File: src/bt_code_pkg.sv
`default_nettype none

package bt_code_pkg;

  localparam int HEC_BITS   = 8;
  localparam int CRC_BITS   = 16;
  localparam int WHITE_BITS = 7;

  // D^8+D^7+D^5+D^2+D+1, top term implied
  localparam logic [HEC_BITS-1:0] HEC_POLY = 8'ha7;

  // CCITT x^16+x^12+x^5+1
  localparam logic [CRC_BITS-1:0] CRC_POLY = 16'h1021;

  // x^7+x^4+1
  // bit 6 is the output and wraps to bit 0, also xored in here
  localparam int WHITE_TAP = 4;

endpackage

`default_nettype wire

File: src/bt_pkt_pkg.sv
`default_nettype none

package bt_pkt_pkg;

  localparam int LT_ADDR_BITS = 3;
  localparam int PK_TYPE_BITS = 4;

  // header bits ahead of the HEC
  localparam int HDR_BITS = LT_ADDR_BITS + PK_TYPE_BITS + 3;

  // packet header fields
  // lt_addr sits in the low bits so it leaves first when shifted out lsb first
  typedef struct packed {
    logic                    seqn;
    logic                    arqn;
    logic                    flow;
    logic [PK_TYPE_BITS-1:0] pk_type;
    logic [LT_ADDR_BITS-1:0] lt_addr;
  } hdr_fields_t;

  // per unit report to the bit combiner
  typedef struct packed {
    logic period;  // unit owns the air
    logic bit_val; // unwhitened bit
  } hdr_ctrl_t;

endpackage

`default_nettype wire
File: src/bitp_top.sv
`timescale 1ns/1ps
`default_nettype none

module bitp_top #(
  parameter int PY_LEN_W = 10
) (
  input  logic                    clk_6M,
  input  logic                    arst_n,
  input  logic                    p_1us,
  input  logic                    tx_packet_st_p,
  input  bt_pkt_pkg::hdr_fields_t hdr,
  input  logic [7:0]              uap,
  input  logic [5:0]              clk_bt,
  input  logic                    txwhitening,
  input  logic [PY_LEN_W-1:0]     payloadlen,
  input  logic [7:0]              py_byte,
  output logic                    txbit,
  output logic                    txbit_period,
  output logic                    py_byte_req,
  output logic                    tx_done_p
);

  import bt_pkt_pkg::*;

  hdr_ctrl_t hdr_tx;
  hdr_ctrl_t py_tx;
  wire       py_st_p;
  wire       py_endp;

  // restart is dropped anywhere inside a packet
  wire       pkt_st_p = tx_packet_st_p & ~txbit_period;

  header_bitp header_bitp_u (
    .clk_6M         (clk_6M      ),
    .arst_n         (arst_n      ),
    .p_1us          (p_1us       ),
    .tx_packet_st_p (pkt_st_p    ),
    .hdr            (hdr         ),
    .uap            (uap         ),
    .hdr_tx         (hdr_tx      ),
    .py_st_p        (py_st_p     )
  );

  payload_bitp #(
    .PY_LEN_W (PY_LEN_W)
  ) payload_bitp_u (
    .clk_6M      (clk_6M     ),
    .arst_n      (arst_n     ),
    .p_1us       (p_1us      ),
    .py_st_p     (py_st_p    ),
    .payloadlen  (payloadlen ),
    .uap         (uap        ),
    .py_byte     (py_byte    ),
    .py_byte_req (py_byte_req),
    .py_tx       (py_tx      ),
    .py_endp     (py_endp    )
  );

  tx_whiten_sel tx_whiten_sel_u (
    .clk_6M         (clk_6M      ),
    .arst_n         (arst_n      ),
    .p_1us          (p_1us       ),
    .tx_packet_st_p (pkt_st_p    ),
    .clk_bt         (clk_bt      ),
    .txwhitening    (txwhitening ),
    .hdr_tx         (hdr_tx      ),
    .py_tx          (py_tx       ),
    .py_endp        (py_endp     ),
    .txbit          (txbit       ),
    .txbit_period   (txbit_period),
    .tx_done_p      (tx_done_p   )
  );

endmodule

`default_nettype wire

File: src/tx_whiten_sel.sv
`timescale 1ns/1ps
`default_nettype none

module tx_whiten_sel (
  input  logic                  clk_6M,
  input  logic                  arst_n,
  input  logic                  p_1us,
  input  logic                  tx_packet_st_p,
  input  logic [5:0]            clk_bt,
  input  logic                  txwhitening,
  input  bt_pkt_pkg::hdr_ctrl_t hdr_tx,
  input  bt_pkt_pkg::hdr_ctrl_t py_tx,
  input  logic                  py_endp,
  output logic                  txbit,
  output logic                  txbit_period,
  output logic                  tx_done_p
);

  import bt_code_pkg::*;

  localparam logic [WHITE_BITS-1:0] WHITE_MASK = WHITE_BITS'(1) << WHITE_TAP;

  logic [WHITE_BITS-1:0] white_q;
  logic [WHITE_BITS-1:0] white_nxt;
  logic                  white_out;
  logic                  sel_bit;

  assign white_out = white_q[WHITE_BITS-1];
  assign white_nxt = {white_q[WHITE_BITS-2:0], white_out} ^
                     (WHITE_MASK & {WHITE_BITS{white_out}});

  // one sequence runs through header and payload
  always_ff @(posedge clk_6M or negedge arst_n) begin
    if (!arst_n) begin
      white_q <= '0;
    end else if (tx_packet_st_p) begin
      white_q <= {1'b1, clk_bt};
    end else if (p_1us && txbit_period) begin
      white_q <= white_nxt;
    end
  end

  always_ff @(posedge clk_6M or negedge arst_n) begin
    if (!arst_n) begin
      tx_done_p <= 1'b0;
    end else begin
      tx_done_p <= py_endp;
    end
  end

  assign txbit_period = hdr_tx.period | py_tx.period;
  assign sel_bit      = hdr_tx.period ? hdr_tx.bit_val : py_tx.bit_val;
  assign txbit        = txbit_period & (sel_bit ^ (txwhitening & white_out)); // 0 when idle

endmodule

`default_nettype wire

File: src/payload_bitp.sv
`timescale 1ns/1ps
`default_nettype none

module payload_bitp #(
  parameter int PY_LEN_W = 10
) (
  input  logic                  clk_6M,
  input  logic                  arst_n,
  input  logic                  p_1us,
  input  logic                  py_st_p,
  input  logic [PY_LEN_W-1:0]   payloadlen,
  input  logic [7:0]            uap,
  input  logic [7:0]            py_byte,
  output logic                  py_byte_req,
  output bt_pkt_pkg::hdr_ctrl_t py_tx,
  output logic                  py_endp
);

  import bt_code_pkg::*;

  logic                period_q;
  logic                crc_phase;   // sending the 16 check bits
  logic [2:0]          bit_cnt;     // bit within current byte
  logic [3:0]          crc_cnt;
  logic [PY_LEN_W-1:0] bytes_left;
  logic [6:0]          sh_q;        // rest of the byte on air
  logic [CRC_BITS-1:0] crc_q;
  logic                step;
  logic                data_step;
  logic                last_byte;
  logic                empty;
  logic                cur_bit;
  logic                crc_fb;

  assign step      = period_q & p_1us;
  assign data_step = step & ~crc_phase;
  assign last_byte = (bytes_left == PY_LEN_W'(1));
  assign empty     = (payloadlen == '0);

  // bit 0 of a byte is taken straight off py_byte, sampled at the strobe ending it
  assign cur_bit = crc_phase         ? crc_q[CRC_BITS-1] :
                   (bit_cnt == 3'd0) ? py_byte[0]        : sh_q[0];

  assign crc_fb = crc_q[CRC_BITS-1] ^ cur_bit;

  always_ff @(posedge clk_6M or negedge arst_n) begin
    if (!arst_n) begin
      period_q   <= 1'b0;
      crc_phase  <= 1'b0;
      bit_cnt    <= '0;
      crc_cnt    <= '0;
      bytes_left <= '0;
    end else if (py_st_p) begin
      period_q   <= 1'b1;
      crc_phase  <= empty; // no data, straight to crc
      bit_cnt    <= '0;
      crc_cnt    <= '0;
      bytes_left <= payloadlen;
    end else if (data_step) begin
      bit_cnt <= bit_cnt + 3'd1;
      if (bit_cnt == 3'd7) begin
        bytes_left <= bytes_left - PY_LEN_W'(1);
        if (last_byte) begin
          crc_phase <= 1'b1;
        end
      end
    end else if (step) begin
      crc_cnt <= crc_cnt + 4'd1;
      if (crc_cnt == 4'(CRC_BITS-1)) begin
        period_q  <= 1'b0;
        crc_phase <= 1'b0;
      end
    end
  end

  always_ff @(posedge clk_6M) begin
    if (py_st_p) begin
      crc_q <= {{(CRC_BITS-8){1'b0}}, uap};
    end else if (data_step) begin
      if (bit_cnt == 3'd0) begin
        sh_q <= py_byte[7:1];
      end else begin
        sh_q <= sh_q >> 1;
      end
      crc_q <= {crc_q[CRC_BITS-2:0], 1'b0} ^ (CRC_POLY & {CRC_BITS{crc_fb}});
    end else if (step) begin
      crc_q <= crc_q << 1;
    end
  end

  // first byte asked for with py_st_p, the others at the strobe ending bit 7
  assign py_byte_req = (py_st_p & ~empty) |
                       (data_step & (bit_cnt == 3'd7) & ~last_byte);

  assign py_endp = step & crc_phase & (crc_cnt == 4'(CRC_BITS-1));

  assign py_tx = '{period: period_q, bit_val: cur_bit};

endmodule

`default_nettype wire

File: src/header_bitp.sv
`timescale 1ns/1ps
`default_nettype none

module header_bitp (
  input  logic                    clk_6M,
  input  logic                    arst_n,
  input  logic                    p_1us,
  input  logic                    tx_packet_st_p,
  input  bt_pkt_pkg::hdr_fields_t hdr,
  input  logic [7:0]              uap,
  output bt_pkt_pkg::hdr_ctrl_t   hdr_tx,
  output logic                    py_st_p
);

  import bt_pkt_pkg::*;
  import bt_code_pkg::*;

  localparam int LAST_BIT = HDR_BITS + HEC_BITS - 1;

  logic                period_q;
  logic [4:0]          bit_cnt;
  logic [HDR_BITS-1:0] hdr_q;
  logic [HEC_BITS-1:0] hec_q;
  logic                start;
  logic                step;
  logic                in_hec;
  logic                hec_fb;
  logic                cur_bit;

  assign start  = tx_packet_st_p & ~period_q; // busy header ignores a restart
  assign step   = period_q & p_1us;
  assign in_hec = (bit_cnt >= 5'(HDR_BITS));

  // lfsr feedback, header bit enters at the top
  assign hec_fb = hec_q[HEC_BITS-1] ^ hdr_q[0];

  // hec goes out msb first
  assign cur_bit = in_hec ? hec_q[HEC_BITS-1] : hdr_q[0];

  always_ff @(posedge clk_6M or negedge arst_n) begin
    if (!arst_n) begin
      period_q <= 1'b0;
      bit_cnt  <= '0;
    end else if (start) begin
      period_q <= 1'b1;
      bit_cnt  <= '0;
    end else if (step) begin
      bit_cnt <= bit_cnt + 5'd1;
      if (bit_cnt == 5'(LAST_BIT)) begin
        period_q <= 1'b0;
      end
    end
  end

  always_ff @(posedge clk_6M) begin
    if (start) begin
      hdr_q <= hdr;
      hec_q <= uap;
    end else if (step) begin
      if (!in_hec) begin
        hdr_q <= hdr_q >> 1;
        hec_q <= {hec_q[HEC_BITS-2:0], 1'b0} ^ (HEC_POLY & {HEC_BITS{hec_fb}});
      end else begin
        hec_q <= hec_q << 1;
      end
    end
  end

  // strobe closing the last hec bit hands over to the payload
  assign py_st_p = step & (bit_cnt == 5'(LAST_BIT));

  assign hdr_tx = '{period: period_q, bit_val: cur_bit};

endmodule

`default_nettype wire

File: config.mk
export PLATFORM = sky130hd
export DESIGN_NAME = bitp_top
export DESIGN_NICKNAME = d
export VERILOG_FILES = /design/src/bt_code_pkg.sv /design/src/bt_pkt_pkg.sv /design/src/bitp_top.sv /design/src/tx_whiten_sel.sv /design/src/payload_bitp.sv /design/src/header_bitp.sv
export SDC_FILE = /design/constraint.sdc
export NUM_CORES = 1
export LEC_CHECK = 0
export ABC_AREA = 0
export ABC_CLOCK_PERIOD_IN_PS = 2900
export BUFFER_PORTS_ARGS = -buffer_cell sky130_fd_sc_hd__buf_4
export CAP_MARGIN = 20
export CORE_MARGIN = 1.5
export CORE_UTILIZATION = 25
export CTS_CLUSTER_SIZE = 24
export DETAILED_ROUTE_END_ITERATION = 16
export HOLD_SLACK_MARGIN = 0.1
export PLACE_DENSITY = 0.44
export SYNTH_ARGS = -nofsm -noshare
export SYNTH_HDL_FRONTEND = slang
export SYNTH_HIERARCHICAL = 1
export SYNTH_SLANG_ARGS = --single-unit
File: constraint.sdc
create_clock -name clk_6M -period 2.9 [get_ports clk_6M]
set_input_delay 0.29 -clock clk_6M [delete_from_list [all_inputs] [get_ports clk_6M]]
set_output_delay 0.29 -clock clk_6M [all_outputs]
set_load 0.01 [all_outputs]
# --- Yosys cells after proc, flatten, opt, wreduce, memory -nomap -nowiden ---
# Cells that the tools add are included.
word_totals:
  ff_bits: 74
  inputBits: 47
  out_inout_bits: 4
classes:
  addsub: 4
  magnitude_cmp: 1
  n_eq_ne: 8
  mux: 37
  bitwise: 27
  reduce_logical: 20
ops:
  columns: ["cell", "n"]
  rows:
  - ["$mux 10", 6]
  - ["$mux 16", 2]
  - ["$mux 8", 4]
  - ["$reduce_bool 2->1", 8]
  - ["$xor 16x13->16", 1]
  - ["$mux 1", 15]
  - ["$mux 7", 2]
  - ["$and 1x1->1", 13]
  - ["$mux 4", 3]
  - ["$eq 10x1->1 const B", 1]
  - ["$logic_not 10->1", 1]
  - ["$mux 5", 2]
  - ["$reduce_and 2->1", 5]
  - ["$sub 10x1->10 const B", 1]
  - ["$xor 8x8->8", 1]
  - ["$xor 7x5->7", 1]
  - ["$mux 3", 2]
  - ["$mux 6", 1]
  - ["$ne 3x2->1 const B", 2]
  - ["$not 1->1", 6]
  - ["$reduce_bool 3->1", 2]
  - ["$add 5x1->5 const B", 1]
  - ["$eq 5x5->1 const B", 1]
  - ["$ge 5x4->1 const B", 1]
  - ["11 further kinds", 15]

# --- Longest topological paths before layout ---
# Gate-level depths: netlist of run 1.
logic_depth:
  depth_word: 7
  mapped_depth: 11

# --- Hierarchy ---
# Netlist of run 1, hierarchy kept.
by_module_without_submodules:
  columns: ["mod", "n_inst", "cells_each", "area_each_um2", "seq_area_each_um2"]
  rows:
  - ["payload_bitp", 1, 227, 2168.3, 1086.0]
  - ["header_bitp", 1, 119, 1199.9, 690.7]
  - ["tx_whiten_sel", 1, 38, 404.1, 200.2]
  - ["bitp_top", 1, 1, 13.8, 0.0]

# --- Least setup slack after synthesis of run 1 ---
# OpenSTA, ideal clock, no wires.
synth_timing:
  path_type: "reg-to-output"
  from: "reg header_bitp_u.bit_cnt[0]"
  to: "out txbit"
  arrival_time_ns: 2.004
  path_slack_ns: 0.606
  stages_incl_launch_ff: 10
  path_cell_list: "dfrtp_1 > inv_1 > ha_1 > o31a_1 > buf_6 > nor2_1 > mux2_2 > buf_4 > a222oi_1 > a31oi_1"
synth_via:
  elab_chain_len: 5
synth_rtl:
  columns: ["element", "line", "source"]
  rows:
  - ["start: declaration", "header_bitp.sv:21", "logic [4:0] bit_cnt;"]
  - ["start signal: assignment", "header_bitp.sv:48", "bit_cnt <= bit_cnt + 5'd1;"]
  - ["$ge 5x4->1", "header_bitp.sv:32", "assign in_hec = (bit_cnt >= 5'(HDR_BITS));"]
  - ["$mux 1", "header_bitp.sv:38", "assign cur_bit = in_hec ? hec_q[HEC_BITS-1] : hdr_q[0];"]
  - ["named net header_bitp_u.cur_bit", "header_bitp.sv:28", "logic cur_bit;"]
  - ["$mux 1", "tx_whiten_sel.sv:52", "assign sel_bit = hdr_tx.period ? hdr_tx.bit_val : py_tx.bit_val;"]
  - ["$xor 1x1->1", "tx_whiten_sel.sv:53", "assign txbit = txbit_period & (sel_bit ^ (txwhitening & white_out));"]
  - ["$and 1x1->1", "tx_whiten_sel.sv:53", null]
  - ["end: declaration", "bitp_top.sv:17", "output logic txbit,"]
# The timed path passes the listed nets, and every way through them passes these cells.

==> flow_metrics.env, run 1 <==
export IMPL_slew_violations=0
export IMPL_synth_most_common_cell="nand2_1"
export IMPL_boundaryPins=51
export IMPL_avgSynthCellArea_sq_um=9.834
export IMPL_p_seq_share_pct=45.6
export IMPL_worstPathRequired_ps=2610
export IMPL_reg2reg_depth=7
export IMPL_synth_edf_count=33
export IMPL_cts_tree="built"
export IMPL_ys_types=48
export IMPL_hold_viol=0
export IMPL_max_freq_mhz=371.7
export IMPL_viasPerCell=4.543
export IMPL_cts_made_buffers=9
export IMPL_p_leak_nw=1.971
export IMPL_peakVddDrop_uv=302.3
export IMPL_yosys_warnings=6
export IMPL_min_period_ps=2690
export IMPL_die_y_um=126.1
export IMPL_hold_path_depth=3
export IMPL_grt_ovfl_total=0
export IMPL_hold_path_class="input port to register"
export IMPL_finalSetupTns_ps=0
export IMPL_startpoint_type="register"
export IMPL_p_int_w=0.002586
export IMPL_antenna_found_initial=0
export IMPL_path_max_fanout=5
export IMPL_syn_area_sq_mm=0.003786
export IMPL_clockBufferDepth=2
export IMPL_ys_seq_area_share_pct=52.21
export IMPL_final_util_pct=31.53
export IMPL_dpl_hpwl_um=5787
export IMPL_finalWeightedCongestion=0.7080
export IMPL_synth_top_area_share_pct=26.17
export IMPL_nFillCells=1533
export IMPL_areaGrowthSynthToFinish_pct=21.94
export IMPL_core_area_sq_mm=0.01464
export IMPL_ys_seq_elements=74
export IMPL_wl_per_cell_um=13.57
export IMPL_status="finished with violations"
export IMPL_drc=2
export IMPL_firstDrtPassIters=12
export IMPL_skew_ps=5.575
export IMPL_cp_startpoint="header_bitp_u/bit_cnt[0]"
export IMPL_setup_viol=0
export IMPL_synthFlopType="edfxtp_1"
export IMPL_worstPathArrival_ps=2400
export IMPL_worstHoldEndpoint="tx_whiten_sel_u/white_q[1]"
export IMPL_yosys_area_top_type="edfxtp_1"
export IMPL_worstReg2RegStart="header_bitp_u/period_q"
export IMPL_slew_headroom_pct=57.76
export IMPL_power_switching_w=0.001225
export IMPL_grt_max_degree=36
export IMPL_drive_gt1_share_pct=20.59
export IMPL_synth_nets=441
export IMPL_clk_latency_ps=340
export IMPL_cts_resized=0
export IMPL_p_per_area_mw_per_mm2=825.3
export IMPL_ys_top_cells_by_count="nand2_1 (102), dfrtp_1 (33), edfxtp_1 (33)"
export IMPL_initial_core_util_pct=25.85
export IMPL_first_global_vias=2838
export IMPL_min_from="clk_bt[1]"
export IMPL_io_buffers=50
export IMPL_synthCells=385
export IMPL_rr_endpoint="payload_bitp_u/crc_q[0]"
export IMPL_async_flop_share_pct=44.59
export IMPL_r2r_slack_ps=890
export IMPL_drtAntennaViolNets=0
export IMPL_drtIter0Drc=232
export IMPL_grt_total_usage_pct=11.34
export IMPL_nets=488
export IMPL_drv_cap=0
export IMPL_routed_wl_um=8427
export IMPL_combinationalPowerShare_pct=26.9
export IMPL_period_share_pct=92.76
export IMPL_worstSetupPathType="register to primary output"
export IMPL_worst_slew_pin_slew_ps=631.3
export IMPL_violations="design-rule violations"
export IMPL_numClockSinks=74
export IMPL_htreeDepth=3
export IMPL_die_w_um=126.1
export IMPL_root_buffer="clkbuf_16"
export IMPL_antennaDiodeCount=0
export IMPL_vias=2821
export IMPL_dieArea_sq_mm=0.01589
export IMPL_power_frac_clock_pct=27.5
export IMPL_clk_pin_slew_ps=60
export IMPL_rsz0062_at_grt="no"
export IMPL_synthTopCellsByArea="edfxtp_1 (26%), dfrtp_1 (22%), nand2_1 (10%)"
export IMPL_switching_share_pct=32.14
export IMPL_end_kind="primary output"
export IMPL_rows=44
export IMPL_grt_pass1_wl_um=14150
-- worst max path at each step --
stage,endpoint,slack (ps)
floorplan,txbit,610
global placement,txbit,510
detailed placement,txbit,450
CTS,txbit,80
global route,txbit,8
finish,txbit,210
-- cells by family after synthesis --
logic type               Yosys count  share of synthesized area [%]
AO/OA/AOI/OAI                     60                          9.815
XOR/XNOR                          15                          3.470
adder cells (fa/ha/maj)            9                          2.974
buffers and inverters             33                          4.428
flip-flops                        74                          52.21
multiplexers                      18                          5.089
AND/OR/NAND/NOR                  176                          22.01
-- metrics by stage --
stage                     total power [W]  area (sq um)  hold WS (ps)  instances  worst slack [ps]
after global routing             0.004089          4617         174.3        621             7.957
final                            0.003810          4617         160.1        621             209.8
after global placement           0.002749          4324         275.5        603             512.4
after detailed placement         0.002772          4324         269.8        603             454.0
after floorplan                  0.002507          3786        -5.591        385             605.9
after CTS                        0.003862          4609         149.8        620             81.67
-- state kept, by name (all words and copies together) (netlist names) --
signal / flops
header_bitp_u/bit_cnt: 5
header_bitp_u/hdr_q: 10
header_bitp_u/hec_q: 8
header_bitp_u/period_q: 1
payload_bitp_u/bit_cnt: 3
payload_bitp_u/bytes_left: 10
payload_bitp_u/crc_cnt: 4
payload_bitp_u/crc_phase: 1
payload_bitp_u/crc_q: 16
payload_bitp_u/period_q: 1
payload_bitp_u/sh_q: 7
tx_whiten_sel_u/tx_done_p: 1
tx_whiten_sel_u/white_q: 7
-- routing by layer --
layer  global-route usage, %  part of all wire (%)
met2                   18.33                    47
met1                   14.35                    48
met3                   3.866                   4.4
met5                       0                     0
met4                   3.448                   1.2
-- power by group through the flow --
stage | combinational (W) | sequential (W) | clock, W
global route | 0.00118 | 0.00178 | 0.00113
finish | 0.00103 | 0.00174 | 0.00105
floorplan | 0.000845 | 0.00166 | 0
detailed placement | 0.00102 | 0.00175 | 0
CTS | 0.00103 | 0.00174 | 0.00109
global placement | 0.00100 | 0.00175 | 0
-- worst max-delay path, stage by stage, from the launching register on --
cell	delay [ps]
dfrtp_1	420
inv_1	100
ha_1	210
o31a_1	280
nor2_1	140
mux2_2	360
a222oi_1	300
a31oi_1	90
buf_4	160
-- what timing repair did --
item,4_1_cts,5_1_grt
endpoints found under the hold margin,33,0
buffers inserted,0,1
hold buffers,1,0
endpoints found under the setup margin,0,1
-- cell usage in the layout, fill, tap and decap left out, drive strengths merged, types with 4 or more instances in the layout --
cell    instances
nand3           8
dfxtp           8
ha              9
mux2           10
or4             4
o21ai          22
nor4            6
a21oi          14
a31oi           7
xor2            9
edfxtp         33
dfrtp          33
and3            4
clkbuf         13
inv             9
nand2         102
xnor2           6
nor2           21
nor2b           5
o31ai           7
buf            59
nand4           5
mux2i           8
nand2b          6
-- area by class of cell --
| cell class | instances | area [sq um] | area share (%) |
|---|---|---|---|
| flip-flops and latches | 74 | 1977 | 42.82 |
| multi-input cells | 278 | 1648 | 35.69 |
| repair buffers | 60 | 452.9 | 9.810 |
| clock buffers | 13 | 260.3 | 5.637 |
| well taps | 184 | 230.2 | 4.986 |
| inverters | 9 | 33.78 | 0.7317 |
| clock inverters | 3 | 15.01 | 0.3252 |
No activity file was read; power rests on OpenSTA's default activity.
==> run 2, diff against run 1 <==
SYNTH_HIERARCHICAL = default   (was 1)
==> run 2 against run 1 <==
Flip-flop and latch count is the same. Synthesized cell count shrank 2.6%. Critical path type unchanged. Combinational power grew 38%. Cell count shrank 0.81%. Routed wire length shrank 7.5%. The flow now finishes without violations. Largest power group unchanged. Worst setup slack gained 280 ps.
==> flow_metrics.env, run 2 <==
export IMPL_status="finished, final reports clean"
export IMPL_areaGrowthSynthToFinish_pct=23.23
export IMPL_power_switching_w=0.001481
export IMPL_skew_ps=6.017
export IMPL_dieArea_sq_mm=0.01536
export IMPL_hold_viol=0
export IMPL_nFillCells=1524
export IMPL_end_kind="primary output"
export IMPL_syn_area_sq_mm=0.003657
export IMPL_layout_common_cells="nand2_1 (118), buf_4 (56), dfrtp_1 (33), edfxtp_1 (33), nor2_1 (31)"
export IMPL_drtAntennaViolNets=0
export IMPL_async_flop_share_pct=44.59
export IMPL_initial_core_util_pct=25.36
export IMPL_grt_max_degree=34
export IMPL_cp_common_cell="buf_4"
export IMPL_worstPathRequired_ps=2610
export IMPL_rows=44
export IMPL_finalWeightedCongestion=0.7315
export IMPL_setup_viol=0
export IMPL_largest_register="payload_bitp_u.crc_q"
export IMPL_routed_wl_um=7798
export IMPL_switching_share_pct=33.84
export IMPL_slew_violations=0
export IMPL_worstSetupPathType="register to primary output"
export IMPL_cts_tree="built"
export IMPL_drv_cap=0
export IMPL_cts_made_buffers=9
export IMPL_crit_family="compound AO/OA/AOI/OAI gates"
export IMPL_synth_nets=431
export IMPL_p_per_area_mw_per_mm2=971.2
export IMPL_yosys_area_top_type="edfxtp_1"
export IMPL_synthTopCellsByArea="edfxtp_1 (27%), dfrtp_1 (23%), nand2_1 (12%)"
export IMPL_antenna_found_initial=0
export IMPL_vias=2685
export IMPL_numClockSinks=74
export IMPL_largest_register_ffs=16
export IMPL_viasPerCell=4.359
export IMPL_min_period_ps=2410
export IMPL_layout_commonest_cell="nand2_1"
export IMPL_drive_gt1_share_pct=20.14
export IMPL_root_buffer="clkbuf_16"
export IMPL_drtIter0Drc=117
export IMPL_clk_pin_slew_ps=60
export IMPL_antennaDiodeCount=0
export IMPL_place_area_sq_mm=0.004209
export IMPL_combinationalPowerShare_pct=32.4
export IMPL_power_frac_clock_pct=24.9
export IMPL_p_leak_nw=1.886
export IMPL_clk_latency_ps=340
export IMPL_first_global_vias=2723
export IMPL_yosys_warnings=0
export IMPL_grt_ovfl_total=0
export IMPL_period_share_pct=83.10
export IMPL_die_y_um=124.0
export IMPL_grt_total_usage_pct=11.44
export IMPL_ys_seq_elements=74
export IMPL_wl_per_cell_um=12.66
export IMPL_synth_edf_count=33
export IMPL_avgSynthCellArea_sq_um=9.753
export IMPL_p_int_w=0.002896
export IMPL_startpoint_type="register"
export IMPL_grt_pass1_wl_um=13390
export IMPL_path_buf_inv=3
export IMPL_boundaryPins=51
export IMPL_path_max_fanout=10
export IMPL_ys_types=45
export IMPL_cts_resized=0
export IMPL_synthFlopType="edfxtp_1"
export IMPL_ys_seq_area_share_pct=54.05
export IMPL_final_area_sq_mm=0.004507
export IMPL_synth_most_common_cell="nand2_1"
export IMPL_synth_top_area_share_pct=27.10
export IMPL_largestRegisters="payload_bitp_u.crc_q: 16 flops, header_bitp_u.hdr_q: 10 flops, payload_bitp_u.bytes_left: 10 flops"
export IMPL_p_seq_share_pct=42.7
export IMPL_drc=0
export IMPL_die_w_um=124.0
export IMPL_dpl_hpwl_um=5504
export IMPL_firstDrtPassIters=4
export IMPL_max_freq_mhz=415.0
export IMPL_post_cts_setup_buffer_count=0
export IMPL_hold_path_class="input port to register"
export IMPL_finalSetupTns_ps=0
export IMPL_peakVddDrop_uv=483.2
export IMPL_clockBufferDepth=2
export IMPL_slowest_delay_ps=380
export IMPL_slew_headroom_pct=60.92
export IMPL_worst_slew_pin_slew_ps=584.0
export IMPL_core_area_sq_mm=0.01442
export IMPL_ys_top_cells_by_count="nand2_1 (118), dfrtp_1 (33), edfxtp_1 (33)"
export IMPL_synthCells=375
export IMPL_rsz0062_at_grt="no"
export IMPL_htreeDepth=3
export IMPL_crit_path_cell_trace="inv_1, ha_1, nor2b_1, buf_4, mux2i_1, a21oi_1, xnor2_1, a22o_1, buf_4"
export IMPL_cpMaxStageDelayCell="dfrtp_1"
export IMPL_nets=483
export IMPL_io_buffers=50
export IMPL_worstPathArrival_ps=2120
## run 2: cell types whose count changed after synthesis, sizes merged, moves of 4 or more
cell,delta
nand2,+18
clkbuf,-11
nor2,+11
xnor2,+11
o31ai,-7
mux2i,-6
nand2b,-4
## run 2: path summary, 6_finish.rpt
kind                                      startpoint                            to  slack, ps  cells after the start
max reg2reg                  payload_bitp_u.period_q        payload_bitp_u.sh_q[2]        970                      3
min                                    payloadlen[9]  payload_bitp_u.bytes_left[9]        170                      3
max                        payload_bitp_u.bit_cnt[0]                         txbit        490                      9
min in group asynchronous                     arst_n    tx_whiten_sel_u.white_q[0]        450                      2
min reg2reg                 payload_bitp_u.crc_q[13]      payload_bitp_u.crc_q[14]        450                      2
max in group asynchronous                     arst_n  payload_bitp_u.bytes_left[1]       2130                      2
## run 2: logic make-up (layout without fill, tap and decap cells)
kind of cell	Yosys count	after routing	synth area share [%]
simple gates	185	185	22.85
flops	74	74	54.05
compound gates	49	49	7.800
xor+xnor	25	25	5.987
buf+inv	24	81	3.523
fa+ha+maj	9	9	3.079
mux	9	9	2.703
## run 2: repair_timing
item | CTS | global route
endpoints found under the hold margin | 33 | 0
endpoints found under the setup margin | 0 | 0
hold buffers | 1 | 0
## run 2: per-layer routing
metal	track usage (%)	part of all wire (%)	vias up
met3	2.701	4.6	12
met2	17.27	44	57
met1	15.42	49	1253
met5	0	0	-
met4	5.540	2.1	0
li1	-	-	1363
## run 2: power by group through the flow
stage | logic, W | registers (W) | clock network [W]
global route | 0.00165 | 0.00192 | 0.00117
finish | 0.00142 | 0.00187 | 0.00109
CTS | 0.00145 | 0.00187 | 0.00113
detailed placement | 0.00143 | 0.00189 | 0
floorplan | 0.00112 | 0.00181 | 0
global placement | 0.00142 | 0.00188 | 0
## run 2: metrics by stage
stage | instances | worst slack, ps | total power, W | util, % | hold slack, ps
6_report | 616 | 490.2 | 0.004377 | 31.25 | 172.1
5_1_grt | 616 | 305.8 | 0.004746 | 31.25 | 168.5
4_1_cts | 616 | 466.5 | 0.004450 | 31.25 | 157.6
3_5_place_dp | 599 | 844.3 | 0.003318 | 29.18 | 274.7
3_3_place_gp | 599 | 854.2 | 0.003299 | 29.18 | 280.0
2_1_floorplan | 375 | 741.7 | 0.002928 | - | -5.591
## run 2: worst register-to-register path, delay by kind of cell, from the launching register on
| family | cells | cell delay [ps] |
|---|---|---|
| DFF | 1 | 460 |
| and+or+nand+nor | 3 | 1110 |
## run 2: area by class of cell
cell class,count,area (sq um),area share (%)
Inverter,8,30.03,0.6663
Multi-Input combinational cell,277,1551,34.43
Sequential cell,74,1977,43.86
Clock buffer,11,232.7,5.164
Tap cell,184,230.2,5.108
Clock inverter,5,55.05,1.222
Timing Repair Buffer,57,430.4,9.550
==> run 3, diff against run 2 <==
ABC_AREA = 1   (was 0)
ABC_CLOCK_PERIOD_IN_PS = 2300   (was 2900)
clock period = 2.3 ns   (was 2.9 ns; I/O delays follow)
==> run 3 against run 2 <==
Synthesized cell count is 22% higher. Count of clock-buffer cells in the layout is 2 lower. Total power is 32% higher. Hold slack worse by 44 ps. Clock skew hardly changed. Sequential power is 27% higher. Utilization hardly changed. Critical path type unchanged. Largest cell class unchanged. Largest power group unchanged. Highest routed layer unchanged.
==> flow_metrics.env, run 3 <==
export IMPL_cts_resized=0
export IMPL_slew_headroom_pct=44.70
export IMPL_cts_made_buffers=9
export IMPL_slew_violations=0
export IMPL_nets=568
export IMPL_worstPathRequired_ps=2070
export IMPL_cts_tree="built"
export IMPL_ys_top_cells_by_count="nand2_1 (154), inv_1 (54), dfrtp_1 (33), edfxtp_1 (33), nor2_1 (30)"
export IMPL_period_share_pct=89.21
export IMPL_rsz0062_at_grt="no"
export IMPL_ys_seq_area_share_pct=51.38
export IMPL_viasPerCell=4.277
export IMPL_synth_edf_count=33
export IMPL_areaGrowthSynthToFinish_pct=22.44
export IMPL_path_depth=5
export IMPL_max_freq_mhz=487.4
export IMPL_drive_gt1_share_pct=17.99
export IMPL_layout_common_cells="nand2_1 (154), buf_4 (56), inv_1 (54), dfrtp_1 (33), edfxtp_1 (33)"
export IMPL_hold_path_class="input port to register"
export IMPL_slowest_delay_ps=420
export IMPL_largest_register_ffs=16
export IMPL_min_period_ps=2052
export IMPL_dieArea_sq_mm=0.01614
export IMPL_synthFlopType="edfxtp_1"
export IMPL_worstSetupPathType="register to primary output"
export IMPL_reg2reg_depth=8
export IMPL_finalWeightedCongestion=0.7897
export IMPL_synth_most_common_cell="nand2_1"
export IMPL_finalSetupTns_ps=0
export IMPL_wl_per_cell_um=12.36
export IMPL_boundaryPins=51
export IMPL_firstDrtPassIters=4
export IMPL_drtIter0Drc=89
export IMPL_clk_pin_slew_ps=60
export IMPL_place_ws_ps=265.4
export IMPL_syn_area_sq_mm=0.003847
export IMPL_clockBufferDepth=2
export IMPL_p_per_area_mw_per_mm2=1222
export IMPL_grt_max_degree=34
export IMPL_r2r_slack_ps=280
export IMPL_largestRegisters="payload_bitp_u.crc_q: 16 flops, header_bitp_u.hdr_q: 10 flops, payload_bitp_u.bytes_left: 10 flops"
export IMPL_setup_ws_ps=248.1
export IMPL_critPathCapture="py_byte_req"
export IMPL_rr_endpoint="payload_bitp_u.crc_phase"
export IMPL_yosys_warnings=0
export IMPL_antenna_found_initial=0
export IMPL_async_flop_share_pct=44.59
export IMPL_rows=45
export IMPL_initial_core_util_pct=25.50
export IMPL_drc=0
export IMPL_routed_wl_um=8716
export IMPL_cp_startpoint="header_bitp_u.bit_cnt[1]"
export IMPL_vias=3015
export IMPL_path_max_fanout=14
export IMPL_synth_nets=512
export IMPL_worst_slew_pin_slew_ps=826.5
export IMPL_yosys_area_top_type="edfxtp_1"
export IMPL_clk_latency_ps=340
export IMPL_largest_register="payload_bitp_u.crc_q"
export IMPL_ys_seq_elements=74
export IMPL_first_global_vias=2973
export IMPL_antennaDiodeCount=0
export IMPL_die_y_um=127.1
export IMPL_peakVddDrop_uv=472.4
export IMPL_crit_family="flip-flops"
export IMPL_hold_viol=0
export IMPL_core_area_sq_mm=0.01509
export IMPL_die_w_um=127.1
export IMPL_synthTopCellsByArea="edfxtp_1 (26%), dfrtp_1 (21%), nand2_1 (15%)"
export IMPL_path_buf_inv=2
export IMPL_status="finished, final reports clean"
export IMPL_synth_top_area_share_pct=25.76
export IMPL_avgSynthCellArea_sq_um=8.437
export IMPL_skew_ps=6.306
export IMPL_grt_total_usage_pct=11.61
export IMPL_dpl_hpwl_um=6375
export IMPL_grt_ovfl_total=0
export IMPL_end_kind="primary output"
export IMPL_p_leak_nw=2.255
export IMPL_io_buffers=50
export IMPL_root_buffer="clkbuf_16"
export IMPL_numClockSinks=74
export IMPL_ys_types=38
export IMPL_post_cts_setup_buffer_count=0
export IMPL_worstReg2RegStart="header_bitp_u.bit_cnt[1]"
export IMPL_layout_commonest_cell="nand2_1"
export IMPL_crit_path_cell_trace="inv_1, ha_1, nand4_4, o22ai_1, buf_4"
export IMPL_grt_pass1_wl_um=14630
export IMPL_cpMaxStageDelayCell="dfrtp_1"
export IMPL_setup_viol=0
export IMPL_drv_cap=0
export IMPL_htreeDepth=3
export IMPL_synthCells=456
export IMPL_drtAntennaViolNets=0
export IMPL_worstPathArrival_ps=1820
export IMPL_startpoint_type="register"
==> run 3: cells by family (layout without fill, tap and decap cells) <==
family	after synthesis	after routing	share of synthesized area (%)
multiplexers	6	6	1.756
adder cells (fa/ha/maj)	9	9	2.927
buffers and inverters	73	134	8.487
XOR/XNOR	8	8	1.821
flip-flops	74	74	51.38
AND/OR/NAND/NOR	227	227	25.07
AO/OA/AOI/OAI	59	59	8.553
==> run 3: how the worst min path moves through the flow <==
stage,depth (start not counted),startpoint,to
4_1_cts,3,payloadlen[6],payload_bitp_u.bytes_left[6]
3_5_place_dp,1,arst_n,tx_whiten_sel_u.white_q[4]
6_report,3,payloadlen[6],payload_bitp_u.bytes_left[6]
5_1_grt,3,payloadlen[6],payload_bitp_u.bytes_left[6]
2_1_floorplan,0,arst_n,header_bitp_u.bit_cnt[0]
3_3_place_gp,1,arst_n,tx_whiten_sel_u.white_q[0]
==> run 3: final cells by class <==
cell class,instances,area [sq um]
clock buffers,9,225.2
flip-flops and latches,74,1977
well taps,188,235.2
fillers,1606,10380
multi-input cells,309,1544
clock inverters,7,70.07
inverters,61,229.0
repair buffers,57,430.4
==> run 3: stage by stage <==
step / cell area, sq um / utilization [%] / hold slack, ps / cells / power (W)
detailed placement: 4405 / 29.20 / 225.3 / 688 / 0.004407
floorplan: 3847 / - / -65.59 / 456 / 0.003841
global route: 4711 / 31.22 / 143.4 / 705 / 0.006244
finish: 4711 / 31.22 / 127.9 / 705 / 0.005757
CTS: 4711 / 31.22 / 118.7 / 705 / 0.005851
global placement: 4405 / 29.20 / 233.4 / 688 / 0.004387
==> run 3: metal layers <==
metal / up-vias / routed length [um] / GRT usage, %
met1: 1370 / 4360 / 15.32
met2: 51 / 3898 / 18.32
met5: - / 0 / 0
met3: 14 / 282 / 2.136
met4: 0 / 175 / 5.816
li1: 1580 / - / -
==> run 3: report_power, final <==
group	switching [W]	internal (W)	total, W
registers	0.000322	0.00204	0.00237
clock network	0.000563	0.000835	0.00140
logic	0.00121	0.000781	0.00199
==> run 3: timing repair <==
action,4_1_cts,5_1_grt
setup endpoints to repair,0,0
endpoints found under the hold margin,33,0
hold buffers,1,0
==> run 3: worst min-delay path: stages <==
cell     delay, ps
buf_4           90
nand2_1         50
nand3_1         70
